`config.mk`:
```
export PLATFORM = sky130hd
export DESIGN_NAME = jtag_debug_top
export DESIGN_NICKNAME = d
export VERILOG_FILES = /design/src/common/debug_reg_pkg.sv /design/src/common/jtag_pkg.sv /design/src/source/jtag_debug_top.sv /design/src/source/debug_reg_file.sv /design/src/tap/dr_scan_chain.sv /design/src/tap/tap_controller.sv
export SDC_FILE = /design/constraint.sdc
export NUM_CORES = 1
export LEC_CHECK = 0
export ABC_AREA = 1
export BUFFER_PORTS_ARGS = -buffer_cell sky130_fd_sc_hd__buf_2
export CAP_MARGIN = 40
export CORE_MARGIN = 4
export CORE_UTILIZATION = 40
export DETAILED_ROUTE_END_ITERATION = 12
export GPL_ROUTABILITY_DRIVEN = 0
export HOLD_SLACK_MARGIN = 0.05
export SYNTH_ARGS = -nofsm -noshare
export SYNTH_HDL_FRONTEND = slang
export SYNTH_HIERARCHICAL = 1
export SYNTH_SLANG_ARGS = --single-unit
```
`constraint.sdc`:
```
create_clock -name clk -period 4.1 [get_ports clk]
set_input_delay 0.82 -clock clk [delete_from_list [all_inputs] [get_ports clk]]
set_output_delay 0.82 -clock clk [all_outputs]
set_load 0.05 [all_outputs]
```
`src/common/debug_reg_pkg.sv`:
```
package debug_reg_pkg;

	localparam int REG_WIDTH          = 32;
	localparam int ADDR_WIDTH         = 8;
	localparam int GAIN_WIDTH         = 4;
	localparam int PI_CTL_WIDTH       = 9;
	localparam int CHAN_SEL_WIDTH     = 4;
	localparam int CHECKER_MODE_WIDTH = 2;

	typedef logic [REG_WIDTH-1:0]  reg_word_t;
	typedef logic [ADDR_WIDTH-1:0] reg_addr_t;

	// Writable registers
	localparam reg_addr_t ADDR_CTRL       = 8'h00;
	localparam reg_addr_t ADDR_IBUF       = 8'h01;
	localparam reg_addr_t ADDR_CDR_GAIN   = 8'h02;
	localparam reg_addr_t ADDR_CDR_PI     = 8'h03;
	localparam reg_addr_t ADDR_PRBS_CFG   = 8'h04;
	localparam reg_addr_t ADDR_PRBS_EQN   = 8'h05;

	// Status, read only
	localparam reg_addr_t ADDR_CDR_PHASE  = 8'h10;
	localparam reg_addr_t ADDR_PRBS_ERR   = 8'h11;
	localparam reg_addr_t ADDR_PRBS_TOTAL = 8'h12;

	// Field positions inside the register words
	localparam int KI_LSB           = 0;
	localparam int KP_LSB           = 4;
	localparam int KR_LSB           = 8;
	localparam int PI_EN_BIT        = 0;
	localparam int PI_CTL_LSB       = 1;
	localparam int PRBS_CKE_BIT     = 0;
	localparam int CHAN_SEL_LSB     = 1;
	localparam int CHECKER_MODE_LSB = 5;

	typedef struct packed {
		logic      en;
		reg_addr_t addr;
		reg_word_t data;
	} reg_write_t;

	typedef struct packed {
		logic int_rst;
		logic cdr_rst;
		logic prbs_rst;
		logic prbs_gen_rst;
	} block_rst_t;

	typedef struct packed {
		logic disable_async;
		logic disable_main;
		logic disable_mdll_ref;
		logic disable_mdll_mon;
	} ibuf_cfg_t;

	typedef struct packed {
		logic [GAIN_WIDTH-1:0]   ki;
		logic [GAIN_WIDTH-1:0]   kp;
		logic [GAIN_WIDTH-1:0]   kr;
		logic                    en_ext_pi_ctl;
		logic [PI_CTL_WIDTH-1:0] ext_pi_ctl;
	} cdr_cfg_t;

	typedef struct packed {
		logic                          cke;
		logic [CHAN_SEL_WIDTH-1:0]     chan_sel;
		logic [CHECKER_MODE_WIDTH-1:0] checker_mode;
		reg_word_t                     eqn;
	} prbs_cfg_t;

	typedef struct packed {
		reg_word_t phase_est;
	} cdr_status_t;

	typedef struct packed {
		reg_word_t err_bits;
		reg_word_t total_bits;
	} prbs_status_t;

endpackage

```
`src/common/jtag_pkg.sv`:
```
package jtag_pkg;

	localparam int IR_WIDTH = 5;

	// Device identification word, bit 0 fixed at 1 by IEEE 1149.1
	localparam logic [31:0] IDCODE_VALUE = 32'h1A5C_E3B1;

	// Value loaded into the IR on Capture-IR
	localparam logic [IR_WIDTH-1:0] IR_CAPTURE_VALUE = 5'b00001;

	typedef enum logic [IR_WIDTH-1:0] {
		IDCODE = 5'b00001,
		ADDR   = 5'b00010,
		DATA   = 5'b00011,
		BYPASS = 5'b11111
	} jtag_instr_e;

	// Standard TAP encoding
	typedef enum logic [3:0] {
		TAP_EXIT2_DR = 4'h0,
		TAP_EXIT1_DR = 4'h1,
		TAP_SHIFT_DR = 4'h2,
		TAP_PAUSE_DR = 4'h3,
		TAP_SEL_IR   = 4'h4,
		TAP_UPD_DR   = 4'h5,
		TAP_CAP_DR   = 4'h6,
		TAP_SEL_DR   = 4'h7,
		TAP_EXIT2_IR = 4'h8,
		TAP_EXIT1_IR = 4'h9,
		TAP_SHIFT_IR = 4'hA,
		TAP_PAUSE_IR = 4'hB,
		TAP_IDLE     = 4'hC,
		TAP_UPD_IR   = 4'hD,
		TAP_CAP_IR   = 4'hE,
		TAP_RESET    = 4'hF
	} tap_state_e;

	// One clk wide, on the tck rising edge seen in the named state
	typedef struct packed {
		logic dr_capture;
		logic dr_shift;
		logic dr_update;
		logic ir_capture;
		logic ir_shift;
		logic ir_update;
	} tap_strobe_t;

endpackage
```
`src/source/jtag_debug_top.sv`:
```
`timescale 1ns/10ps

module jtag_debug_top (
	input  logic                        clk,
	input  logic                        rst_i,
	input  logic                        tck_i,
	input  logic                        tms_i,
	input  logic                        tdi_i,
	input  logic                        trst_n_i,
	output logic                        tdo_o,
	input  debug_reg_pkg::cdr_status_t  cdr_status_i,
	input  debug_reg_pkg::prbs_status_t prbs_status_i,
	output debug_reg_pkg::block_rst_t   block_rst_o,
	output debug_reg_pkg::ibuf_cfg_t    ibuf_cfg_o,
	output debug_reg_pkg::cdr_cfg_t     cdr_cfg_o,
	output debug_reg_pkg::prbs_cfg_t    prbs_cfg_o
);

	jtag_pkg::tap_strobe_t     strobe;
	jtag_pkg::jtag_instr_e     instr;
	logic                      tdi_sync;
	logic                      dr_tdo;
	debug_reg_pkg::reg_addr_t  read_addr;
	debug_reg_pkg::reg_word_t  read_data;
	debug_reg_pkg::reg_write_t reg_write;

	tap_controller i_tap_controller (
		.clk      (clk),
		.rst_i    (rst_i),
		.tck_i    (tck_i),
		.tms_i    (tms_i),
		.tdi_i    (tdi_i),
		.trst_n_i (trst_n_i),
		.dr_tdo_i (dr_tdo),
		.strobe_o (strobe),
		.instr_o  (instr),
		.tdi_o    (tdi_sync),
		.tdo_o    (tdo_o)
	);

	dr_scan_chain i_dr_scan_chain (
		.clk         (clk),
		.rst_i       (rst_i),
		.strobe_i    (strobe),
		.instr_i     (instr),
		.tdi_i       (tdi_sync),
		.read_data_i (read_data),
		.dr_tdo_o    (dr_tdo),
		.read_addr_o (read_addr),
		.write_o     (reg_write)
	);

	debug_reg_file i_debug_reg_file (
		.clk           (clk),
		.rst_i         (rst_i),
		.read_addr_i   (read_addr),
		.write_i       (reg_write),
		.cdr_status_i  (cdr_status_i),
		.prbs_status_i (prbs_status_i),
		.read_data_o   (read_data),
		.block_rst_o   (block_rst_o),
		.ibuf_cfg_o    (ibuf_cfg_o),
		.cdr_cfg_o     (cdr_cfg_o),
		.prbs_cfg_o    (prbs_cfg_o)
	);

endmodule

```
`src/source/debug_reg_file.sv`:
```
`timescale 1ns/10ps

module debug_reg_file (
	input  logic                        clk,
	input  logic                        rst_i,
	input  debug_reg_pkg::reg_addr_t    read_addr_i,
	input  debug_reg_pkg::reg_write_t   write_i,
	input  debug_reg_pkg::cdr_status_t  cdr_status_i,
	input  debug_reg_pkg::prbs_status_t prbs_status_i,
	output debug_reg_pkg::reg_word_t    read_data_o,
	output debug_reg_pkg::block_rst_t   block_rst_o,
	output debug_reg_pkg::ibuf_cfg_t    ibuf_cfg_o,
	output debug_reg_pkg::cdr_cfg_t     cdr_cfg_o,
	output debug_reg_pkg::prbs_cfg_t    prbs_cfg_o
);

	debug_reg_pkg::block_rst_t ctrl_q;
	debug_reg_pkg::ibuf_cfg_t  ibuf_q;
	debug_reg_pkg::cdr_cfg_t   cdr_q;
	debug_reg_pkg::prbs_cfg_t  prbs_q;

	// Blocks come out of reset only after CTRL is cleared
	always_ff @(posedge clk) begin
		if (rst_i) begin
			ctrl_q <= '1;
			ibuf_q <= '0;
			cdr_q  <= '0;
			prbs_q <= '0;
		end else if (write_i.en) begin
			case (write_i.addr)
				debug_reg_pkg::ADDR_CTRL: begin
					ctrl_q.int_rst      <= write_i.data[0];
					ctrl_q.cdr_rst      <= write_i.data[1];
					ctrl_q.prbs_rst     <= write_i.data[2];
					ctrl_q.prbs_gen_rst <= write_i.data[3];
				end
				debug_reg_pkg::ADDR_IBUF: begin
					ibuf_q.disable_async    <= write_i.data[0];
					ibuf_q.disable_main     <= write_i.data[1];
					ibuf_q.disable_mdll_ref <= write_i.data[2];
					ibuf_q.disable_mdll_mon <= write_i.data[3];
				end
				debug_reg_pkg::ADDR_CDR_GAIN: begin
					cdr_q.ki <= write_i.data[debug_reg_pkg::KI_LSB +: debug_reg_pkg::GAIN_WIDTH];
					cdr_q.kp <= write_i.data[debug_reg_pkg::KP_LSB +: debug_reg_pkg::GAIN_WIDTH];
					cdr_q.kr <= write_i.data[debug_reg_pkg::KR_LSB +: debug_reg_pkg::GAIN_WIDTH];
				end
				debug_reg_pkg::ADDR_CDR_PI: begin
					cdr_q.en_ext_pi_ctl <= write_i.data[debug_reg_pkg::PI_EN_BIT];
					cdr_q.ext_pi_ctl    <=
						write_i.data[debug_reg_pkg::PI_CTL_LSB +: debug_reg_pkg::PI_CTL_WIDTH];
				end
				debug_reg_pkg::ADDR_PRBS_CFG: begin
					prbs_q.cke          <= write_i.data[debug_reg_pkg::PRBS_CKE_BIT];
					prbs_q.chan_sel     <=
						write_i.data[debug_reg_pkg::CHAN_SEL_LSB +: debug_reg_pkg::CHAN_SEL_WIDTH];
					prbs_q.checker_mode <= write_i.data[debug_reg_pkg::CHECKER_MODE_LSB +:
						debug_reg_pkg::CHECKER_MODE_WIDTH];
				end
				debug_reg_pkg::ADDR_PRBS_EQN: begin
					prbs_q.eqn <= write_i.data;
				end
				default: begin
					// status and unmapped addresses ignore writes
				end
			endcase
		end
	end

	always_comb begin
		read_data_o = '0;
		case (read_addr_i)
			debug_reg_pkg::ADDR_CTRL: begin
				read_data_o[3:0] = {ctrl_q.prbs_gen_rst, ctrl_q.prbs_rst,
					ctrl_q.cdr_rst, ctrl_q.int_rst};
			end
			debug_reg_pkg::ADDR_IBUF: begin
				read_data_o[3:0] = {ibuf_q.disable_mdll_mon, ibuf_q.disable_mdll_ref,
					ibuf_q.disable_main, ibuf_q.disable_async};
			end
			debug_reg_pkg::ADDR_CDR_GAIN: begin
				read_data_o[debug_reg_pkg::KI_LSB +: debug_reg_pkg::GAIN_WIDTH] = cdr_q.ki;
				read_data_o[debug_reg_pkg::KP_LSB +: debug_reg_pkg::GAIN_WIDTH] = cdr_q.kp;
				read_data_o[debug_reg_pkg::KR_LSB +: debug_reg_pkg::GAIN_WIDTH] = cdr_q.kr;
			end
			debug_reg_pkg::ADDR_CDR_PI: begin
				read_data_o[debug_reg_pkg::PI_EN_BIT] = cdr_q.en_ext_pi_ctl;
				read_data_o[debug_reg_pkg::PI_CTL_LSB +: debug_reg_pkg::PI_CTL_WIDTH] =
					cdr_q.ext_pi_ctl;
			end
			debug_reg_pkg::ADDR_PRBS_CFG: begin
				read_data_o[debug_reg_pkg::PRBS_CKE_BIT] = prbs_q.cke;
				read_data_o[debug_reg_pkg::CHAN_SEL_LSB +: debug_reg_pkg::CHAN_SEL_WIDTH] =
					prbs_q.chan_sel;
				read_data_o[debug_reg_pkg::CHECKER_MODE_LSB +:
					debug_reg_pkg::CHECKER_MODE_WIDTH] = prbs_q.checker_mode;
			end
			debug_reg_pkg::ADDR_PRBS_EQN:   read_data_o = prbs_q.eqn;
			debug_reg_pkg::ADDR_CDR_PHASE:  read_data_o = cdr_status_i.phase_est;
			debug_reg_pkg::ADDR_PRBS_ERR:   read_data_o = prbs_status_i.err_bits;
			debug_reg_pkg::ADDR_PRBS_TOTAL: read_data_o = prbs_status_i.total_bits;
			default:                        read_data_o = '0;
		endcase
	end

	assign block_rst_o = ctrl_q | debug_reg_pkg::block_rst_t'({4{rst_i}});
	assign ibuf_cfg_o  = ibuf_q;
	assign cdr_cfg_o   = cdr_q;
	assign prbs_cfg_o  = prbs_q;

endmodule

```
`src/tap/dr_scan_chain.sv`:
```
`timescale 1ns/10ps

module dr_scan_chain (
	input  logic                       clk,
	input  logic                       rst_i,
	input  jtag_pkg::tap_strobe_t      strobe_i,
	input  jtag_pkg::jtag_instr_e      instr_i,
	input  logic                       tdi_i,
	input  debug_reg_pkg::reg_word_t   read_data_i,
	output logic                       dr_tdo_o,
	output debug_reg_pkg::reg_addr_t   read_addr_o,
	output debug_reg_pkg::reg_write_t  write_o
);

	jtag_pkg::jtag_instr_e    dr_sel;
	debug_reg_pkg::reg_word_t dr_sr;
	debug_reg_pkg::reg_addr_t addr_q;

	// Unknown instructions fall back to BYPASS
	always_comb begin
		case (instr_i)
			jtag_pkg::IDCODE,
			jtag_pkg::ADDR,
			jtag_pkg::DATA: dr_sel = instr_i;
			default:        dr_sel = jtag_pkg::BYPASS;
		endcase
	end

	// One shift register serves all four DRs, the instruction picks the length
	always_ff @(posedge clk) begin
		if (strobe_i.dr_capture) begin
			case (dr_sel)
				jtag_pkg::IDCODE: dr_sr <= jtag_pkg::IDCODE_VALUE;
				jtag_pkg::ADDR:   dr_sr <= debug_reg_pkg::REG_WIDTH'(addr_q);
				jtag_pkg::DATA:   dr_sr <= read_data_i;
				default:          dr_sr <= '0;
			endcase
		end else if (strobe_i.dr_shift) begin
			case (dr_sel)
				jtag_pkg::ADDR: begin
					dr_sr[debug_reg_pkg::ADDR_WIDTH-1:0] <=
						{tdi_i, dr_sr[debug_reg_pkg::ADDR_WIDTH-1:1]};
				end
				jtag_pkg::IDCODE,
				jtag_pkg::DATA: begin
					dr_sr <= {tdi_i, dr_sr[debug_reg_pkg::REG_WIDTH-1:1]};
				end
				default: begin
					dr_sr[0] <= tdi_i;
				end
			endcase
		end
	end

	always_ff @(posedge clk) begin
		if (rst_i) begin
			addr_q <= '0;
		end else if (strobe_i.dr_update && (dr_sel == jtag_pkg::ADDR)) begin
			addr_q <= dr_sr[debug_reg_pkg::ADDR_WIDTH-1:0];
		end
	end

	assign dr_tdo_o    = dr_sr[0];
	assign read_addr_o = addr_q;

	// Write goes out with the update strobe itself
	always_comb begin
		write_o.en   = strobe_i.dr_update && (dr_sel == jtag_pkg::DATA);
		write_o.addr = addr_q;
		write_o.data = dr_sr;
	end

endmodule

```
`src/tap/tap_controller.sv`:
```
`timescale 1ns/10ps

module tap_controller (
	input  logic                  clk,
	input  logic                  rst_i,
	input  logic                  tck_i,
	input  logic                  tms_i,
	input  logic                  tdi_i,
	input  logic                  trst_n_i,
	input  logic                  dr_tdo_i,
	output jtag_pkg::tap_strobe_t strobe_o,
	output jtag_pkg::jtag_instr_e instr_o,
	output logic                  tdi_o,
	output logic                  tdo_o
);

	// Pin order tck, tms, tdi, trst_n
	logic [3:0] pin_meta;
	logic [3:0] pin_sync;
	logic       tck_q;
	logic       tck_rise;
	logic       tck_fall;
	logic       tms;
	logic       trst_n;

	jtag_pkg::tap_state_e state_q;
	jtag_pkg::tap_state_e state_d;

	logic [jtag_pkg::IR_WIDTH-1:0] ir_sr;

	always_ff @(posedge clk) begin
		if (rst_i) begin
			pin_meta <= '0;
			pin_sync <= '0;
			tck_q    <= 1'b0;
		end else begin
			pin_meta <= {tck_i, tms_i, tdi_i, trst_n_i};
			pin_sync <= pin_meta;
			tck_q    <= pin_sync[3];
		end
	end

	assign tms    = pin_sync[2];
	assign tdi_o  = pin_sync[1];
	assign trst_n = pin_sync[0];

	// tck is only sampled, edges come from the extra register
	assign tck_rise = pin_sync[3] & ~tck_q & trst_n;
	assign tck_fall = ~pin_sync[3] & tck_q;

	always_comb begin
		state_d = state_q;
		case (state_q)
			jtag_pkg::TAP_RESET:    state_d = tms ? jtag_pkg::TAP_RESET : jtag_pkg::TAP_IDLE;
			jtag_pkg::TAP_IDLE:     state_d = tms ? jtag_pkg::TAP_SEL_DR : jtag_pkg::TAP_IDLE;
			jtag_pkg::TAP_SEL_DR:   state_d = tms ? jtag_pkg::TAP_SEL_IR : jtag_pkg::TAP_CAP_DR;
			jtag_pkg::TAP_CAP_DR:   state_d = tms ? jtag_pkg::TAP_EXIT1_DR : jtag_pkg::TAP_SHIFT_DR;
			jtag_pkg::TAP_SHIFT_DR: state_d = tms ? jtag_pkg::TAP_EXIT1_DR : jtag_pkg::TAP_SHIFT_DR;
			jtag_pkg::TAP_EXIT1_DR: state_d = tms ? jtag_pkg::TAP_UPD_DR : jtag_pkg::TAP_PAUSE_DR;
			jtag_pkg::TAP_PAUSE_DR: state_d = tms ? jtag_pkg::TAP_EXIT2_DR : jtag_pkg::TAP_PAUSE_DR;
			jtag_pkg::TAP_EXIT2_DR: state_d = tms ? jtag_pkg::TAP_UPD_DR : jtag_pkg::TAP_SHIFT_DR;
			jtag_pkg::TAP_UPD_DR:   state_d = tms ? jtag_pkg::TAP_SEL_DR : jtag_pkg::TAP_IDLE;
			jtag_pkg::TAP_SEL_IR:   state_d = tms ? jtag_pkg::TAP_RESET : jtag_pkg::TAP_CAP_IR;
			jtag_pkg::TAP_CAP_IR:   state_d = tms ? jtag_pkg::TAP_EXIT1_IR : jtag_pkg::TAP_SHIFT_IR;
			jtag_pkg::TAP_SHIFT_IR: state_d = tms ? jtag_pkg::TAP_EXIT1_IR : jtag_pkg::TAP_SHIFT_IR;
			jtag_pkg::TAP_EXIT1_IR: state_d = tms ? jtag_pkg::TAP_UPD_IR : jtag_pkg::TAP_PAUSE_IR;
			jtag_pkg::TAP_PAUSE_IR: state_d = tms ? jtag_pkg::TAP_EXIT2_IR : jtag_pkg::TAP_PAUSE_IR;
			jtag_pkg::TAP_EXIT2_IR: state_d = tms ? jtag_pkg::TAP_UPD_IR : jtag_pkg::TAP_SHIFT_IR;
			jtag_pkg::TAP_UPD_IR:   state_d = tms ? jtag_pkg::TAP_SEL_DR : jtag_pkg::TAP_IDLE;
			default:                state_d = jtag_pkg::TAP_RESET;
		endcase
	end

	always_ff @(posedge clk) begin
		if (rst_i || !trst_n) begin
			state_q <= jtag_pkg::TAP_RESET;
		end else if (tck_rise) begin
			state_q <= state_d;
		end
	end

	always_comb begin
		strobe_o            = '0;
		strobe_o.dr_capture = tck_rise && (state_q == jtag_pkg::TAP_CAP_DR);
		strobe_o.dr_shift   = tck_rise && (state_q == jtag_pkg::TAP_SHIFT_DR);
		strobe_o.dr_update  = tck_rise && (state_q == jtag_pkg::TAP_UPD_DR);
		strobe_o.ir_capture = tck_rise && (state_q == jtag_pkg::TAP_CAP_IR);
		strobe_o.ir_shift   = tck_rise && (state_q == jtag_pkg::TAP_SHIFT_IR);
		strobe_o.ir_update  = tck_rise && (state_q == jtag_pkg::TAP_UPD_IR);
	end

	always_ff @(posedge clk) begin
		if (strobe_o.ir_capture) begin
			ir_sr <= jtag_pkg::IR_CAPTURE_VALUE;
		end else if (strobe_o.ir_shift) begin
			ir_sr <= {tdi_o, ir_sr[jtag_pkg::IR_WIDTH-1:1]};
		end
	end

	// IDCODE is the default whenever the TAP sits in Test-Logic-Reset
	always_ff @(posedge clk) begin
		if (rst_i || !trst_n || (state_q == jtag_pkg::TAP_RESET)) begin
			instr_o <= jtag_pkg::IDCODE;
		end else if (strobe_o.ir_update) begin
			instr_o <= jtag_pkg::jtag_instr_e'(ir_sr);
		end
	end

	always_ff @(posedge clk) begin
		if (rst_i || !trst_n) begin
			tdo_o <= 1'b0;
		end else if (tck_fall) begin
			case (state_q)
				jtag_pkg::TAP_SHIFT_IR: tdo_o <= ir_sr[0];
				jtag_pkg::TAP_SHIFT_DR: tdo_o <= dr_tdo_i;
				default:                tdo_o <= 1'b0;
			endcase
		end
	end

endmodule

```
==> key figures <==
GRT
  • Vias in the first global route: 6,630
  • GR Overflow Total: 0
  • Initial antenna violation count: 0
  • Largest net degree at the start of global routing: 39
  • Total Routing Usage GR: 21.0%
  • First-pass GRT wire length: 34,500 µm

STA
  • Fin crit period: 3.11 ns
  • Slew @ Worst Pin: 0.787 ns
  • Clk_skew: 0.00766 ns
  • FMAX: 322 MHz
  • Max-slew violation count: 0
  • Period utilization: 75.8%
  • TNS Setup: 0 ns
  • Final Hold Vio Count: 0
  • Unrepaired setup endpoints after global routing: false
  • Endpoints failing setup: 0
  • Relative max-transition margin: 47.3%

Run status
  • Status: finished clean

Die
  • DIE AREA: 20,900 µm²
  • Initial Util: 41.1%
  • Chip Width: 145 µm
  • Rows: 49
  • Top-level I/O count: 172
  • Die height: 145 µm
  • Core area: 18,100 µm²

Drt
  • Routed Antenna Nets: 0
  • Routed via count: 7,329
  • Wire per inst: 14.9 µm
  • Via density per instance: 4.88
  • Post-Route WL: 22,300 µm
  • DR pass1 iterations: 6
  • Iteration-0 DRC Markers: 547
  • Drc violations: 0

Final layout
  • Core Util, Final: 49.2%
  • Total inserted antenna cells: 0
  • Cell Count, Final, Fillers Out: 1,502
  • Layout cells sized above 1: 22.6%
  • Final Cell Area: 8930 µm²
  • Synth-to-Final Area Change: 19.8%
  • NumNets Final: 1,363

Worst hold path
  • Worst Hold Class: reg2reg

CTS
  • Clock Path Buffers: 2
  • Post-cts repair resize count: 0
  • CTS root buffer: clkbuf_16
  • CTS Hold Bufs: 0
  • Sink Count: 133
  • CTS clk-pin slew, worst paths: 0.06 ns
  • H-tree Lvls: 4
  • Post-CTS Setup Repair Bufs: 0
  • CTS Buf Count: 17
  • Worst-Skew Late Latency: 0.42 ns
  • CTS tree: yes

Power and ir drop
  • Leakage: 4.32 nW
  • PwrDens: 320 nW/µm²
  • Pwr Total: 0.00286 W
  • Peak VDD IR: 0.227 mV

Job
  • Max cap viols: 0

Place
  • Placed insts: 1,471
  • Placement Cell Area: 8370 µm²
  • HPWL after DPL: 16,300 µm
  • Number of port buffers: 171

Critical path
  • CP arrival: 3.42 ns
  • Worst path bufs/invs: 4
  • Worst Path Required: 4.41 ns
  • Crit path cell chain: inv_2 -> nor2_2 -> nand2_4 -> inv_1 -> nand2_1 -> nor2_1 -> inv_1 -> nor2_1 -> nand3_2 -> nor3_4 -> buf_4 -> nand2_1 -> nand2_1 -> nor2_1
  • CP startpoint kind: flop
  • Crit. End Element: flop
  • Crit-path max FO: 22
  • Crit Path Category: reg2reg
  • Crit-path max cell delay: 0.58 ns
  • Largest delay contributor family on the critical path: simple AND/OR/NAND/NOR gates
  • CP max stage cell: nor3_4

Logic synthesis
  • Synthesized Nets: 1,218
  • Synth warn: 6
  • Average size of a mapped cell: 6.68 µm²
  • Syn Std Cell Area: 7460 µm²
  • Syn Inst Count: 1,116
## metrics by stage
stage               setup WS [ns]  hold slack, ns
floorplan                    1.03           0.388
global placement             1.13           0.389
detailed placement           1.02           0.394
CTS                         0.990           0.402
global route                0.633           0.409
finish                      0.991           0.403
## worst min-delay path: cells and delay by family, from the launching register on
family	cells	cell delay [ns]
DFF	1	0.29
buffers and inverters	1	0.04
and+or+nand+nor	1	0.03
## registers in the layout, summed over array words and instances, names as in the netlist
name and count:
i_tap_controller/pin_meta 4, i_debug_reg_file/ctrl_q 4, i_dr_scan_chain/read_addr_o 8, i_dr_scan_chain/dr_sr 32
i_tap_controller/tdo_o 1, i_tap_controller/state_q 4, i_tap_controller/tck_q 1, i_tap_controller/ir_sr 5
i_debug_reg_file/prbs_cfg_o 39, i_tap_controller/pin_sync 4, i_debug_reg_file/ibuf_cfg_o 4, i_tap_controller/instr_o 5
i_debug_reg_file/cdr_cfg_o 22
## where the power goes
part,leakage (nW),switching (W),internal (W)
registers,1.10,0.00000250,0.00134
logic,2.94,0.0000399,0.0000433
clock network,0.277,0.000580,0.000858
## worst paths after layout
path,from,end,slack (ns),cells after the start
worst max-delay path,i_tap_controller/pin_sync[3],i_debug_reg_file/prbs_cfg_o[8],0.99,14
worst min-delay path,i_tap_controller/pin_meta[3],i_tap_controller/pin_sync[3],0.40,2
worst max register to register,i_tap_controller/pin_sync[3],i_debug_reg_file/prbs_cfg_o[8],0.99,14
worst min register to register,i_tap_controller/pin_meta[3],i_tap_controller/pin_sync[3],0.40,2
## placed cells by master (no fill, tap or decap), drive strengths merged, types with 21 or more instances in the layout
| cell type | count |
|---|---|
| dfxtp | 101 |
| clkbuf | 21 |
| inv | 111 |
| nand4 | 32 |
| nor4 | 21 |
| nand3 | 83 |
| buf | 182 |
| o21ai | 58 |
| edfxtp | 32 |
| nor2 | 218 |
| nand2 | 372 |
## area by class of cell
type | instances | area [µm²]
Fill cell | 1873 | 9210
Sequential cell | 133 | 2980
Inverter | 111 | 418
Multi-Input combinational cell | 816 | 3720
Timing Repair Buffer | 182 | 966
Clock buffer | 21 | 493
Clock inverter | 10 | 67.6
Tap cell | 229 | 287
## per-layer routing
metal | share of wire [%] | global-route usage (%)
met1 | 48 | 29.5
met2 | 45 | 33.5
met3 | 6.1 | 4.50
met4 | 0.45 | 4.22
met5 | 0 | 0
Power figures use the tool's default switching activity.
